**src/include/hart_params.svh**
```systemverilog
`ifndef HART_PARAMS_SVH
`define HART_PARAMS_SVH

// hart count and hart index width
`define HART_NUM     4
`define HART_ID_W    2

// register byte offsets
`define REG_CTRL     4'h0
`define REG_STATUS   4'h4
`define REG_SWITCHES 4'h8

// CTRL register fields
`define CTRL_START_BIT 8
`define CTRL_KILL_BIT  9

// STATUS register field offsets
`define STAT_IDLE_LSB 0
`define STAT_ACTI_LSB 4
`define STAT_PRIM_LSB 8
`define STAT_VAL_LSB  16

// switch counter width
`define SWITCH_CNT_W 16

// axi4-lite widths
`define AXI_ADDR_W   4
`define AXI_DATA_W   32

`endif

```
**src/hw/hart_pkg.sv**
```systemverilog
`default_nettype none

`include "hart_params.svh"

package hart_pkg;

    // one bit per hart, hart 0 lowest
    typedef logic [`HART_NUM-1:0]  hart_mask_t;
    typedef logic [`HART_ID_W-1:0] hart_id_t;

    // per hart state as seen in STATUS
    typedef enum logic [1:0] {
        IDLE   = 2'd0,
        ACTIVE = 2'd1,
        PEND   = 2'd2   // waiting on a cache fill
    } hart_val_t;

    // hart index to one-hot mask
    function automatic hart_mask_t hart_bit(input hart_id_t id);
        hart_bit = hart_mask_t'(1) << id;
    endfunction

endpackage

`default_nettype wire

```
**src/hw/hart_pick.sv**
```systemverilog
`default_nettype none

`include "hart_params.svh"

module hart_pick (
    input  wire hart_pkg::hart_mask_t i_acti_mask,
    input  wire hart_pkg::hart_mask_t i_cur_mask,
    output hart_pkg::hart_mask_t      o_next_mask
);
    import hart_pkg::*;

    localparam int N = `HART_NUM;

    hart_id_t       cur_id;
    hart_id_t       shift;     // search starts one above current primary
    hart_mask_t     cand;
    hart_mask_t     rot;
    hart_mask_t     pick;
    logic [2*N-1:0] cand_dbl;
    logic [2*N-1:0] back_dbl;

    // current primary as an index with an empty mask reading as 0
    always_comb begin
        cur_id = '0;
        for (int i = 0; i < N; i++) begin
            if (i_cur_mask[i]) cur_id = hart_id_t'(i);
        end
    end

    assign shift    = cur_id + hart_id_t'(1);
    assign cand     = i_acti_mask & ~i_cur_mask;   // old primary never chosen
    assign cand_dbl = {cand, cand};
    assign rot      = cand_dbl[shift +: N];
    assign pick     = rot & (~rot + hart_mask_t'(1)); // lowest set bit
    assign back_dbl = {pick, pick} << shift;

    assign o_next_mask = back_dbl[2*N-1:N];

    // one candidate hart after rotating back, and none only when no candidate exists
    always_comb begin
        assert ($onehot0(o_next_mask) && ((o_next_mask & ~cand) == '0) &&
                ((o_next_mask == '0) == (cand == '0)))
        else $error("hart_pick: choice %b does not fit candidates %b", o_next_mask, cand);
    end

endmodule

`default_nettype wire

```
**src/hw/hart_state.sv**
```systemverilog
`default_nettype none

`include "hart_params.svh"

module hart_state (
    input  wire                     clk,
    input  wire                     rst,

    // commands from the register block
    input  wire                     i_hstart,
    input  wire                     i_hkill,
    input  wire hart_pkg::hart_id_t i_hart_id,

    // cache events, one-cycle strobes
    input  wire                     i_if_miss,
    input  wire hart_pkg::hart_id_t i_if_hart,
    input  wire                     i_mem_miss,
    input  wire hart_pkg::hart_id_t i_mem_hart,
    input  wire                     i_if_fin,
    input  wire hart_pkg::hart_id_t i_if_fin_hart,
    input  wire                     i_mem_fin,
    input  wire hart_pkg::hart_id_t i_mem_fin_hart,

    output hart_pkg::hart_mask_t    o_idle_mask,
    output hart_pkg::hart_mask_t    o_acti_mask,
    output hart_pkg::hart_mask_t    o_prim_mask,
    output logic                    o_prim_switch
);
    import hart_pkg::*;

    hart_mask_t idle_q, acti_q, prim_q;
    hart_mask_t idle_nx, acti_nx, prim_nx;
    hart_mask_t pick_mask;
    hart_mask_t cmd_m;
    logic       start_ok;
    logic       kill_ok;
    logic       prim_lost;

    assign cmd_m    = hart_bit(i_hart_id);
    assign start_ok = i_hstart && idle_q[i_hart_id];   // only idle harts start
    assign kill_ok  = i_hkill && !idle_q[i_hart_id];   // killing idle is a no-op

    // fills first, then misses, then start or kill
    always_comb begin
        acti_nx = acti_q;
        if (i_if_fin)   acti_nx = acti_nx | (hart_bit(i_if_fin_hart) & ~idle_q);
        if (i_mem_fin)  acti_nx = acti_nx | (hart_bit(i_mem_fin_hart) & ~idle_q);
        if (i_if_miss)  acti_nx = acti_nx & ~hart_bit(i_if_hart);
        if (i_mem_miss) acti_nx = acti_nx & ~hart_bit(i_mem_hart);
        if (kill_ok)
            acti_nx = acti_nx & ~cmd_m;
        else if (start_ok)
            acti_nx = acti_nx | cmd_m;
    end

    always_comb begin
        idle_nx = idle_q;
        if (kill_ok)
            idle_nx = idle_nx | cmd_m;
        else if (start_ok)
            idle_nx = idle_nx & ~cmd_m;
    end

    // zero primary never matches a one-hot id
    assign prim_lost = (i_if_miss  && hart_bit(i_if_hart)  == prim_q) ||
                       (i_mem_miss && hart_bit(i_mem_hart) == prim_q) ||
                       (kill_ok    && cmd_m                == prim_q);

    hart_pick u_hart_pick (
        .i_acti_mask (acti_nx),
        .i_cur_mask  (prim_q),
        .o_next_mask (pick_mask)
    );

    always_comb begin
        prim_nx = prim_q;
        if (prim_q == '0) begin
            // reclaim by fill, fetch side first
            if (i_if_fin && !idle_nx[i_if_fin_hart])
                prim_nx = hart_bit(i_if_fin_hart);
            else if (i_mem_fin && !idle_nx[i_mem_fin_hart])
                prim_nx = hart_bit(i_mem_fin_hart);
        end else if (prim_lost) begin
            prim_nx = pick_mask;
        end
    end

    always_ff @(posedge clk) begin
        if (rst) begin
            idle_q        <= ~hart_mask_t'(1);   // only hart 0 runs out of reset
            acti_q        <= hart_mask_t'(1);
            prim_q        <= hart_mask_t'(1);
            o_prim_switch <= 1'b0;
        end else begin
            idle_q        <= idle_nx;
            acti_q        <= acti_nx;
            prim_q        <= prim_nx;
            o_prim_switch <= (prim_nx != prim_q);
        end
    end

    assign o_idle_mask = idle_q;
    assign o_acti_mask = acti_q;
    assign o_prim_mask = prim_q;

    a_prim_onehot : assert property (@(posedge clk) disable iff (rst)
        $onehot0(prim_q))
    else $error("hart_state: primary mask %b not one-hot", prim_q);

    a_prim_not_idle : assert property (@(posedge clk) disable iff (rst)
        (prim_q & idle_q) == '0)
    else $error("hart_state: primary hart is idle");

    a_acti_idle_apart : assert property (@(posedge clk) disable iff (rst)
        (acti_q & idle_q) == '0)
    else $error("hart_state: active and idle masks overlap");

endmodule

`default_nettype wire

```
**src/hw/hart_ctrl_regs.sv**
```systemverilog
`default_nettype none

`include "hart_params.svh"

module hart_ctrl_regs (
    input  wire                         clk,
    input  wire                         rst,

    // axi4-lite slave
    input  wire                         i_awvalid,
    output logic                        o_awready,
    input  wire [`AXI_ADDR_W-1:0]       i_awaddr,
    input  wire                         i_wvalid,
    output logic                        o_wready,
    input  wire [`AXI_DATA_W-1:0]       i_wdata,
    input  wire [`AXI_DATA_W/8-1:0]     i_wstrb,
    output logic                        o_bvalid,
    input  wire                         i_bready,
    output logic [1:0]                  o_bresp,
    input  wire                         i_arvalid,
    output logic                        o_arready,
    input  wire [`AXI_ADDR_W-1:0]       i_araddr,
    output logic                        o_rvalid,
    input  wire                         i_rready,
    output logic [`AXI_DATA_W-1:0]      o_rdata,
    output logic [1:0]                  o_rresp,

    // commands to the hart state unit
    output logic                        o_hstart,
    output logic                        o_hkill,
    output hart_pkg::hart_id_t          o_hart_id,

    // hart state
    input  wire hart_pkg::hart_mask_t   i_idle_mask,
    input  wire hart_pkg::hart_mask_t   i_acti_mask,
    input  wire hart_pkg::hart_mask_t   i_prim_mask,
    input  wire                         i_prim_switch
);
    import hart_pkg::*;

    // write channel holding registers
    logic                     aw_held;
    logic [`AXI_ADDR_W-1:0]   aw_addr_q;
    logic                     w_held;
    logic [`AXI_DATA_W-1:0]   w_data_q;
    logic [`AXI_DATA_W/8-1:0] w_strb_q;

    logic                     aw_fire, w_fire, ar_fire;
    logic                     wr_go;
    logic [`AXI_ADDR_W-1:0]   wr_addr;
    logic [`AXI_DATA_W-1:0]   wr_data;
    logic [`AXI_DATA_W/8-1:0] wr_strb;
    logic                     ctrl_cmd;

    logic [`SWITCH_CNT_W-1:0] sw_cnt;
    logic [`AXI_DATA_W-1:0]   status_word;
    logic [`AXI_DATA_W-1:0]   rd_word;
    hart_val_t                hval;

    assign o_awready = !aw_held && !o_bvalid;   // stall while response pending
    assign o_wready  = !w_held && !o_bvalid;
    assign o_arready = !o_rvalid;
    assign o_bresp   = 2'b00;
    assign o_rresp   = 2'b00;

    assign aw_fire = i_awvalid && o_awready;
    assign w_fire  = i_wvalid && o_wready;
    assign ar_fire = i_arvalid && o_arready;

    // perform once both halves are held or arriving now
    assign wr_go   = (aw_held || aw_fire) && (w_held || w_fire);
    assign wr_addr = aw_held ? aw_addr_q : i_awaddr;
    assign wr_data = w_held ? w_data_q : i_wdata;
    assign wr_strb = w_held ? w_strb_q : i_wstrb;

    // command bits live in byte 1
    assign ctrl_cmd = wr_go && (wr_addr == `REG_CTRL) && wr_strb[1];

    always_ff @(posedge clk) begin
        if (rst) begin
            aw_held  <= 1'b0;
            w_held   <= 1'b0;
            o_bvalid <= 1'b0;
            o_hstart <= 1'b0;
            o_hkill  <= 1'b0;
        end else begin
            if (wr_go)
                aw_held <= 1'b0;
            else if (aw_fire)
                aw_held <= 1'b1;
            if (wr_go)
                w_held <= 1'b0;
            else if (w_fire)
                w_held <= 1'b1;
            if (wr_go)
                o_bvalid <= 1'b1;
            else if (i_bready)
                o_bvalid <= 1'b0;
            // kill wins over start
            o_hkill  <= ctrl_cmd && wr_data[`CTRL_KILL_BIT];
            o_hstart <= ctrl_cmd && wr_data[`CTRL_START_BIT] && !wr_data[`CTRL_KILL_BIT];
        end
    end

    always_ff @(posedge clk) begin
        if (aw_fire) aw_addr_q <= i_awaddr;
        if (w_fire) begin
            w_data_q <= i_wdata;
            w_strb_q <= i_wstrb;
        end
        if (ctrl_cmd) o_hart_id <= hart_id_t'(wr_data[`HART_ID_W-1:0]);
    end

    // saturating switch counter that any write clears
    always_ff @(posedge clk) begin
        if (rst)
            sw_cnt <= '0;
        else if (wr_go && wr_addr == `REG_SWITCHES)
            sw_cnt <= '0;
        else if (i_prim_switch && sw_cnt != '1)
            sw_cnt <= sw_cnt + 1'b1;   // saturates
    end

    always_comb begin
        status_word = '0;
        status_word[`STAT_IDLE_LSB +: `HART_NUM] = i_idle_mask;
        status_word[`STAT_ACTI_LSB +: `HART_NUM] = i_acti_mask;
        status_word[`STAT_PRIM_LSB +: `HART_NUM] = i_prim_mask;
        for (int i = 0; i < `HART_NUM; i++) begin
            if (i_idle_mask[i])
                hval = IDLE;
            else if (i_acti_mask[i])
                hval = ACTIVE;
            else
                hval = PEND;   // stalled on a fill
            status_word[`STAT_VAL_LSB + 2*i +: 2] = hval;
        end
    end

    always_comb begin
        case (i_araddr)
            `REG_STATUS:   rd_word = status_word;
            `REG_SWITCHES: rd_word = {{(`AXI_DATA_W-`SWITCH_CNT_W){1'b0}}, sw_cnt};
            default:       rd_word = '0;   // CTRL is write only
        endcase
    end

    always_ff @(posedge clk) begin
        if (rst)
            o_rvalid <= 1'b0;
        else if (ar_fire)
            o_rvalid <= 1'b1;
        else if (i_rready)
            o_rvalid <= 1'b0;
    end

    // data stays put while RREADY is low
    always_ff @(posedge clk) begin
        if (ar_fire) o_rdata <= rd_word;
    end

    a_no_start_kill : assert property (@(posedge clk) disable iff (rst)
        !(o_hstart && o_hkill))
    else $error("hart_ctrl_regs: start and kill pulsed together");

    // the pending response blocks the next write, so pulses never run back to back
    a_cmd_one_cycle : assert property (@(posedge clk) disable iff (rst)
        (o_hstart || o_hkill) |=> !(o_hstart || o_hkill))
    else $error("hart_ctrl_regs: command pulse lasted more than one cycle");

endmodule

`default_nettype wire

```
**src/hw/hart_sched_top.sv**
```systemverilog
`default_nettype none

`include "hart_params.svh"

module hart_sched_top (
    input  wire                     clk,
    input  wire                     rst,

    // axi4-lite slave
    input  wire                     i_awvalid,
    output logic                    o_awready,
    input  wire [`AXI_ADDR_W-1:0]   i_awaddr,
    input  wire                     i_wvalid,
    output logic                    o_wready,
    input  wire [`AXI_DATA_W-1:0]   i_wdata,
    input  wire [`AXI_DATA_W/8-1:0] i_wstrb,
    output logic                    o_bvalid,
    input  wire                     i_bready,
    output logic [1:0]              o_bresp,
    input  wire                     i_arvalid,
    output logic                    o_arready,
    input  wire [`AXI_ADDR_W-1:0]   i_araddr,
    output logic                    o_rvalid,
    input  wire                     i_rready,
    output logic [`AXI_DATA_W-1:0]  o_rdata,
    output logic [1:0]              o_rresp,

    // cache events
    input  wire                     i_if_miss,
    input  wire hart_pkg::hart_id_t i_if_hart,
    input  wire                     i_mem_miss,
    input  wire hart_pkg::hart_id_t i_mem_hart,
    input  wire                     i_if_fin,
    input  wire hart_pkg::hart_id_t i_if_fin_hart,
    input  wire                     i_mem_fin,
    input  wire hart_pkg::hart_id_t i_mem_fin_hart
);
    import hart_pkg::*;

    logic       hstart, hkill, prim_switch;
    hart_id_t   hart_id;
    hart_mask_t idle_mask, acti_mask, prim_mask;

    hart_ctrl_regs u_hart_ctrl_regs (
        .clk           (clk),
        .rst           (rst),
        .i_awvalid     (i_awvalid),
        .o_awready     (o_awready),
        .i_awaddr      (i_awaddr),
        .i_wvalid      (i_wvalid),
        .o_wready      (o_wready),
        .i_wdata       (i_wdata),
        .i_wstrb       (i_wstrb),
        .o_bvalid      (o_bvalid),
        .i_bready      (i_bready),
        .o_bresp       (o_bresp),
        .i_arvalid     (i_arvalid),
        .o_arready     (o_arready),
        .i_araddr      (i_araddr),
        .o_rvalid      (o_rvalid),
        .i_rready      (i_rready),
        .o_rdata       (o_rdata),
        .o_rresp       (o_rresp),
        .o_hstart      (hstart),
        .o_hkill       (hkill),
        .o_hart_id     (hart_id),
        .i_idle_mask   (idle_mask),
        .i_acti_mask   (acti_mask),
        .i_prim_mask   (prim_mask),
        .i_prim_switch (prim_switch)
    );

    hart_state u_hart_state (
        .clk            (clk),
        .rst            (rst),
        .i_hstart       (hstart),
        .i_hkill        (hkill),
        .i_hart_id      (hart_id),
        .i_if_miss      (i_if_miss),
        .i_if_hart      (i_if_hart),
        .i_mem_miss     (i_mem_miss),
        .i_mem_hart     (i_mem_hart),
        .i_if_fin       (i_if_fin),
        .i_if_fin_hart  (i_if_fin_hart),
        .i_mem_fin      (i_mem_fin),
        .i_mem_fin_hart (i_mem_fin_hart),
        .o_idle_mask    (idle_mask),
        .o_acti_mask    (acti_mask),
        .o_prim_mask    (prim_mask),
        .o_prim_switch  (prim_switch)
    );

endmodule

`default_nettype wire

```
**config.mk**
```make
export PLATFORM = sky130hd
export DESIGN_NAME = hart_sched_top
export DESIGN_NICKNAME = d
export VERILOG_FILES = /design/src/hw/hart_pkg.sv /design/src/hw/hart_pick.sv /design/src/hw/hart_state.sv /design/src/hw/hart_ctrl_regs.sv /design/src/hw/hart_sched_top.sv
export VERILOG_INCLUDE_DIRS = /design/src /design/src/include
export SDC_FILE = /design/constraint.sdc
export NUM_CORES = 1
export LEC_CHECK = 0
export ABC_AREA = 1
export BUFFER_PORTS_ARGS = -buffer_cell sky130_fd_sc_hd__buf_2
export CAP_MARGIN = 40
export CORE_MARGIN = 2
export CORE_UTILIZATION = 55
export CTS_BUF_LIST = sky130_fd_sc_hd__clkbuf_4 sky130_fd_sc_hd__clkbuf_8
export CTS_CLUSTER_SIZE = 25
export DETAILED_ROUTE_END_ITERATION = 8
export GPL_TIMING_DRIVEN = 0
export MAX_ROUTING_LAYER = met4
export PLACE_DENSITY = 0.82
export SYNTH_ARGS = -nofsm -noshare
export SYNTH_HDL_FRONTEND = slang
export SYNTH_SLANG_ARGS = --single-unit
```
**constraint.sdc**
```tcl
create_clock -name clk -period 5.9 [get_ports clk]
set_clock_uncertainty 0.15 [all_clocks]
set_input_delay 0.59 -clock clk [delete_from_list [all_inputs] [get_ports clk]]
set_output_delay 0.59 -clock clk [all_outputs]
set_load 0.03 [all_outputs]
```
# ---- Word level (Yosys, flattened, before mapping)
# Cells that the tools add are included.
dict set report word_totals {
  reg_bits 85
  out_inout_bits 41
}
dict set report op_classes {
  muxes 37
  n_shift 7
  n_lt_le_gt_ge 3
  n_eq_ne 8
  bitwise 18
  n_reduce_logical 38
  n_addsub 3
}
# op n
set op_table {}
lappend op_table {{$mux 4} 13}
lappend op_table {{$pmux 24 s2} 1}
lappend op_table {{$and 4x4->4} 8}
lappend op_table {{$not 4->4} 6}
lappend op_table {{$mux 2} 11}
lappend op_table {{$logic_and 1x1->1} 20}
lappend op_table {{$shl 1x2->4 const A} 5}
lappend op_table {{$add 16x1->16 const B} 1}
lappend op_table {{$ne 16x16->1 const B} 1}
lappend op_table {{$or 4x4->4} 4}
lappend op_table {{$eq 4x4->1} 3}
lappend op_table {{$mux 10} 1}
lappend op_table {{$lt 2x3->1 const B} 3}
lappend op_table {{$eq 4x4->1 const B} 2}
lappend op_table {{$logic_not 1->1} 8}
lappend op_table {{$logic_not 4->1} 2}
lappend op_table {{$mux 1} 8}
lappend op_table {{$shiftx 8x3->4} 1}
lappend op_table {{$shl 8x2->8} 1}
lappend op_table {{$bmux 1 s2} 3}
lappend op_table {{$add 4x1->4 const B} 1}
lappend op_table {{$eq 4x3->1 const B} 1}
lappend op_table {{$logic_or 1x1->1} 4}
lappend op_table {{$ne 4x4->1} 1}
lappend op_table {{other kinds (3)} 5}

# ---- Logic depth before layout (Yosys ltp)
dict set report depth {
  ltp_word 22
  depth_mapped 23
  mapped_depth_nobuf 22
}

# ---- By module
# A second synthesis with hierarchy kept.
dict set report hier_totals {
  hier_cells 641
  hier_area_um2 4489.3
}
# mod area_per_inst_um2 seq_area_each_um2 cells_each instances
set modules_own_cells {}
lappend modules_own_cells {hart_ctrl_regs 2778.9 1491.4 331 1}
lappend modules_own_cells {hart_state 1388.8 260.2 239 1}
lappend modules_own_cells {hart_pick 321.6 0.0 71 1}

# ---- Worst setup path after synthesis
# No wires, ideal clock.
dict set report synth_timing {
  path_type {input-to-reg}
  from {input port i_wvalid}
  to {register u_hart_ctrl_regs.sw_cnt[0]}
  slack_ps 3602
  t_required_ps 5625
  path_buffers 0
  stages 8
  t_arrival_ps 2022
  setup_ps 125
  cell_sequence {nor3b_1 -> nor2_1 -> nor2_1 -> inv_1 -> o21ai_2 -> inv_1 -> o21ai_0 -> a21oi_1}
}
dict set report synth_via {
  elab_chain_cells 5
}
# item line_no
set synth_lines {}
lappend synth_lines {{start, declared} hart_sched_top.sv:13} ;# input wire i_wvalid,
lappend synth_lines {{$logic_and 1x1->1} hart_ctrl_regs.sv:67} ;# assign w_fire = i_wvalid && o_wready;
lappend synth_lines {{$logic_or 1x1->1} hart_ctrl_regs.sv:71} ;# assign wr_go = (aw_held || aw_fire) && (w_held || w_fire);
lappend synth_lines {{$logic_and 1x1->1} hart_ctrl_regs.sv:71}
lappend synth_lines {{$logic_and 1x1->1 (no source line)} n/a}
lappend synth_lines {{$reduce_or 2->1 (no source line)} n/a}
lappend synth_lines {{end signal, assigned} hart_ctrl_regs.sv:121} ;# sw_cnt <= sw_cnt + 1'b1;
lappend synth_lines {{end, declared} hart_ctrl_regs.sv:55} ;# logic [`SWITCH_CNT_W-1:0] sw_cnt;
# No other way between the ends.
# A chain may end at the register's enable or synchronous reset.

# ---- Worst setup path after layout
dict set report layout_timing {
  from {register u_hart_ctrl_regs.aw_held}
  to {register u_hart_ctrl_regs.sw_cnt[6]}
}
dict set report layout_via {
  elab_chain_cells 7
  word_cells_on_any_way 9
  cone_classes {eq/ne (1); mux (1); reduce/logical (7)}
}
# item line_no
set layout_lines {}
lappend layout_lines {{start, declared} hart_ctrl_regs.sv:42} ;# logic aw_held;
lappend layout_lines {{start signal, assigned} hart_ctrl_regs.sv:81} ;# aw_held <= 1'b0;
lappend layout_lines {{start signal, assigned} hart_ctrl_regs.sv:88} ;# aw_held <= 1'b0;
lappend layout_lines {{start signal, assigned} hart_ctrl_regs.sv:90} ;# aw_held <= 1'b1;
lappend layout_lines {{$logic_not 1->1} hart_ctrl_regs.sv:60} ;# assign o_awready = !aw_held && !o_bvalid;
lappend layout_lines {{$logic_and 1x1->1} hart_ctrl_regs.sv:60}
lappend layout_lines {{$logic_and 1x1->1} hart_ctrl_regs.sv:66} ;# assign aw_fire = i_awvalid && o_awready;
lappend layout_lines {{via u_hart_ctrl_regs.aw_fire} hart_ctrl_regs.sv:48} ;# logic aw_fire, w_fire, ar_fire;
lappend layout_lines {{$logic_or 1x1->1} hart_ctrl_regs.sv:71}
lappend layout_lines {{$logic_and 1x1->1} hart_ctrl_regs.sv:71}
lappend layout_lines {{$logic_and 1x1->1 (no source line)} n/a}
lappend layout_lines {{$reduce_or 2->1 (no source line)} n/a}
# The timed path passes the listed nets, and every way through them passes these cells.

==> impl_metrics.py <==
metrics = {
    "run_status": {
        "outcome": "finished, final reports clean",
    },
    "yosys": {
        "synthArstFlopShare_pct": 0,
        "synth_area_leaders": "edfxtp_1 27%, dfxtp_1 18%, nand2_1 11%",
        "synth.distinct_cells": 45,
        "seq_area_frac_synth_pct": 44.3,
        "synth-edff-count": 35,
        "ys.warnings.count": 0,
        "ys.flop_type": "edfxtp_1",
        "yosys.cell_count.top_type": "nand2_1",
        "synth_seq_cells": 70,
        "synth_top_cells_by_count": "119 x nand2_1, 65 x inv_1, 55 x nand3_1",
        "syn-mean-instance-area_um2": 7.63,
        "yosysTopAreaCell": "edfxtp_1",
        "synth_cells": 519,
        "netlist_area_mm2": 0.00396,
        "synth_top_area_share_pct": 26.6,
    },
    "placed_design": {
        "place_ws_ns": 2.95,
        "io_buffers": 58,
        "routabilityCongestion": 0.928,
        "dp.cells": 685,
        "hpwlAfterDp_um": 6860,
    },
    "sta": {
        "worst_slew_pin_slew_ns": 0.805,
        "finalCritPeriodShare_pct": 47.4,
        "min_period_ns": 2.80,
        "slew_headroom_pct": 46.2,
        "setup_tns_ns": 0,
        "fmax_mhz": 357,
        "rsz0062_at_grt": "false",
        "setup_violations": 0,
        "fin_ws_ns": 3.10,
        "hold_violations": 0,
        "timing.final.max_slew_violations": 0,
    },
    "drt": {
        "wl_met2_um": 4510,
        "met1_length_um": 3920,
        "wl_met3_um": 609,
        "top_layer": "met4",
        "drc": 0,
        "wire_per_inst_um": 13.2,
        "ant_nets": 0,
        "wl_um": 9280,
        "via_per_inst": 5.38,
        "route.vias.total": 3780,
        "drt_iter0_drc": 239,
        "dr.pass1.iters": 5,
    },
    "clocking": {
        "numClockSinks": 70,
        "cts_tree": "built",
        "htreeDepth": 3,
        "numCtsBuffers": 9,
        "path_clk_slew_ns": 0.08,
        "cts_resized": 0,
        "ctsHoldBuffers": 0,
        "clk_latency_ns": 0.36,
        "root_buffer": "clkbuf_8",
        "cts_setup_buffers": 0,
        "cts.path.max_buffers": 2,
    },
    "pwr": {
        "pwr-share-clk_pct": 29.9,
        "total_leakage_power_nw": 2.09,
        "power.switching_w": 0.000517,
        "intPower_w": 0.000929,
        "power.share.sequential_pct": 39.5,
        "switching_share_pct": 35.8,
        "pwr-share-comb_pct": 30.7,
        "powerDensity_mw_per_mm2": 310,
        "peakVddDrop_uv": 144,
    },
    "floorplan": {
        "core-area_mm2": 0.00687,
        "die_y_um": 88.8,
        "die_area_mm2": 0.00789,
        "start_util_pct": 57.6,
        "num_io_pins": 104,
        "die_x_um": 88.8,
        "num_rows": 30,
    },
    "grt": {
        "antenna_found_initial": 0,
        "first_global_vias": 3394,
        "gr-total-overflow": 0,
        "grt_pass1_wl_um": 15100,
        "grt_max_degree": 25,
        "grt_usage_pct": 25.9,
    },
    "worst_setup_path": {
        "cp_data_required_time_ns": 5.99,
        "worstSetupPathType": "register to register",
        "cp-end-kind": "register",
        "arrival_ns": 2.89,
        "start_kind": "register",
        "worstPathMaxFanout": 9,
    },
    "finish": {
        "area_delta_synth_final_pct": 17.8,
        "n_antenna_cell": 0,
        "n_fill_cell": 573,
        "nets": 665,
        "drive_above_1_share_pct": 20.6,
        "final_cells": 702,
    },
    "flow_run": {
        "maxCapViolations": 0,
    },
    "hold_path": {
        "hold_class": "input pin to register",
    },
}
[critical path, cell delays in order (launching register included)]
cell and delay [ns]:
dfxtp_1 0.30, clkbuf_1 0.20, nor3b_1 0.71, nor2_1 0.09, nor2_1 0.22, inv_1 0.11, o21ai_2 0.43, inv_1 0.27
o21ai_0 0.15, a21oi_1 0.06
[power groups by stage]
| stage | clock network, W | registers, W | logic, W |
|---|---|---|---|
| floorplan | 0 | 0.000598 | 0.000314 |
| global placement | 0 | 0.000581 | 0.000423 |
| detailed placement | 0 | 0.000581 | 0.000434 |
| CTS | 0.000433 | 0.000570 | 0.000436 |
| global route | 0.000459 | 0.000575 | 0.000496 |
| finish | 0.000432 | 0.000571 | 0.000443 |
[state kept, by name, indices dropped and copies added, names as in the netlist]
signal	flops
u_hart_state.o_prim_mask	4
u_hart_ctrl_regs.o_hstart	1
u_hart_ctrl_regs.aw_held	1
u_hart_ctrl_regs.w_held	1
u_hart_ctrl_regs.o_rdata	24
u_hart_ctrl_regs.w_data_q	4
u_hart_ctrl_regs.sw_cnt	16
u_hart_ctrl_regs.o_rvalid	1
u_hart_ctrl_regs.o_hart_id	2
u_hart_ctrl_regs.o_bvalid	1
u_hart_ctrl_regs.o_hkill	1
u_hart_state.o_idle_mask	4
u_hart_state.o_prim_switch	1
u_hart_state.o_acti_mask	4
u_hart_ctrl_regs.w_strb_q	1
u_hart_ctrl_regs.aw_addr_q	4
[stage by stage]
step	utilization (%)	total power [W]	hold WS (ns)	area, um2
final	67.9	0.00145	0.263	4660
after global routing	67.9	0.00153	0.256	4660
after CTS	67.8	0.00144	0.260	4660
after detailed placement	64.6	0.00102	0.308	4440
after global placement	64.2	0.00100	0.301	4410
after floorplan	-	0.000912	0.285	4000
[cell type report]
class | count | area [um2] | area share [%]
inverters | 75 | 282 | 6.04
flip-flops and latches | 70 | 1750 | 37.6
multi-input cells | 364 | 1820 | 39.1
clock buffers | 9 | 124 | 2.66
plain buffers | 21 | 144 | 3.09
well taps | 96 | 120 | 2.58
clock inverters | 7 | 96.3 | 2.07
repair buffers | 60 | 323 | 6.92
[cell usage in the layout (no fill, tap or decap), types with 4 or more instances in the layout]
master,instances
inv_2,8
clkbuf_8,10
nor2_1,46
o21ai_0,21
nor3b_1,4
dfxtp_1,35
buf_2,60
conb_1,12
a31oi_1,4
edfxtp_1,35
nor3_1,17
nand3_1,55
clkbuf_1,5
nand2_2,8
nand4_1,14
inv_1,65
o22ai_1,11
nand2_1,119
a21oi_1,18
buf_4,12
[worst paths after layout]
kind                                    from                             to  slack (ns)  cells after the start
hold / removal                   i_awaddr[2]  u_hart_ctrl_regs.aw_addr_q[2]        0.26                      1
hold reg to reg   u_hart_ctrl_regs.sw_cnt[2]     u_hart_ctrl_regs.sw_cnt[2]        0.33                      1
setup / recovery    u_hart_ctrl_regs.aw_held     u_hart_ctrl_regs.sw_cnt[6]        3.10                      9
setup reg to reg    u_hart_ctrl_regs.aw_held     u_hart_ctrl_regs.sw_cnt[6]        3.10                      9
[layer usage]
layer | global-route usage [%] | up-vias
li1 | - | 1885
met1 | 30.5 | 1705
met2 | 41.8 | 154
met3 | 6.16 | 36
met4 | 12.3 | 0
met5 | - | -
[logic make-up after synthesis]
| kind of cell | count (synthesis) | synth area share (%) |
|---|---|---|
| AO/OA/AOI/OAI | 71 | 11.3 |
| multiplexers | 1 | 0.253 |
| adder cells (fa/ha/maj) | 1 | 0.316 |
| buffers and inverters | 96 | 10.7 |
| XOR/XNOR | 3 | 0.664 |
| other | 1 | 0.0948 |
| AND/OR/NAND/NOR | 276 | 32.4 |
| flip-flops | 70 | 44.3 |
Note: power is estimated with default switching activity, not from simulation.
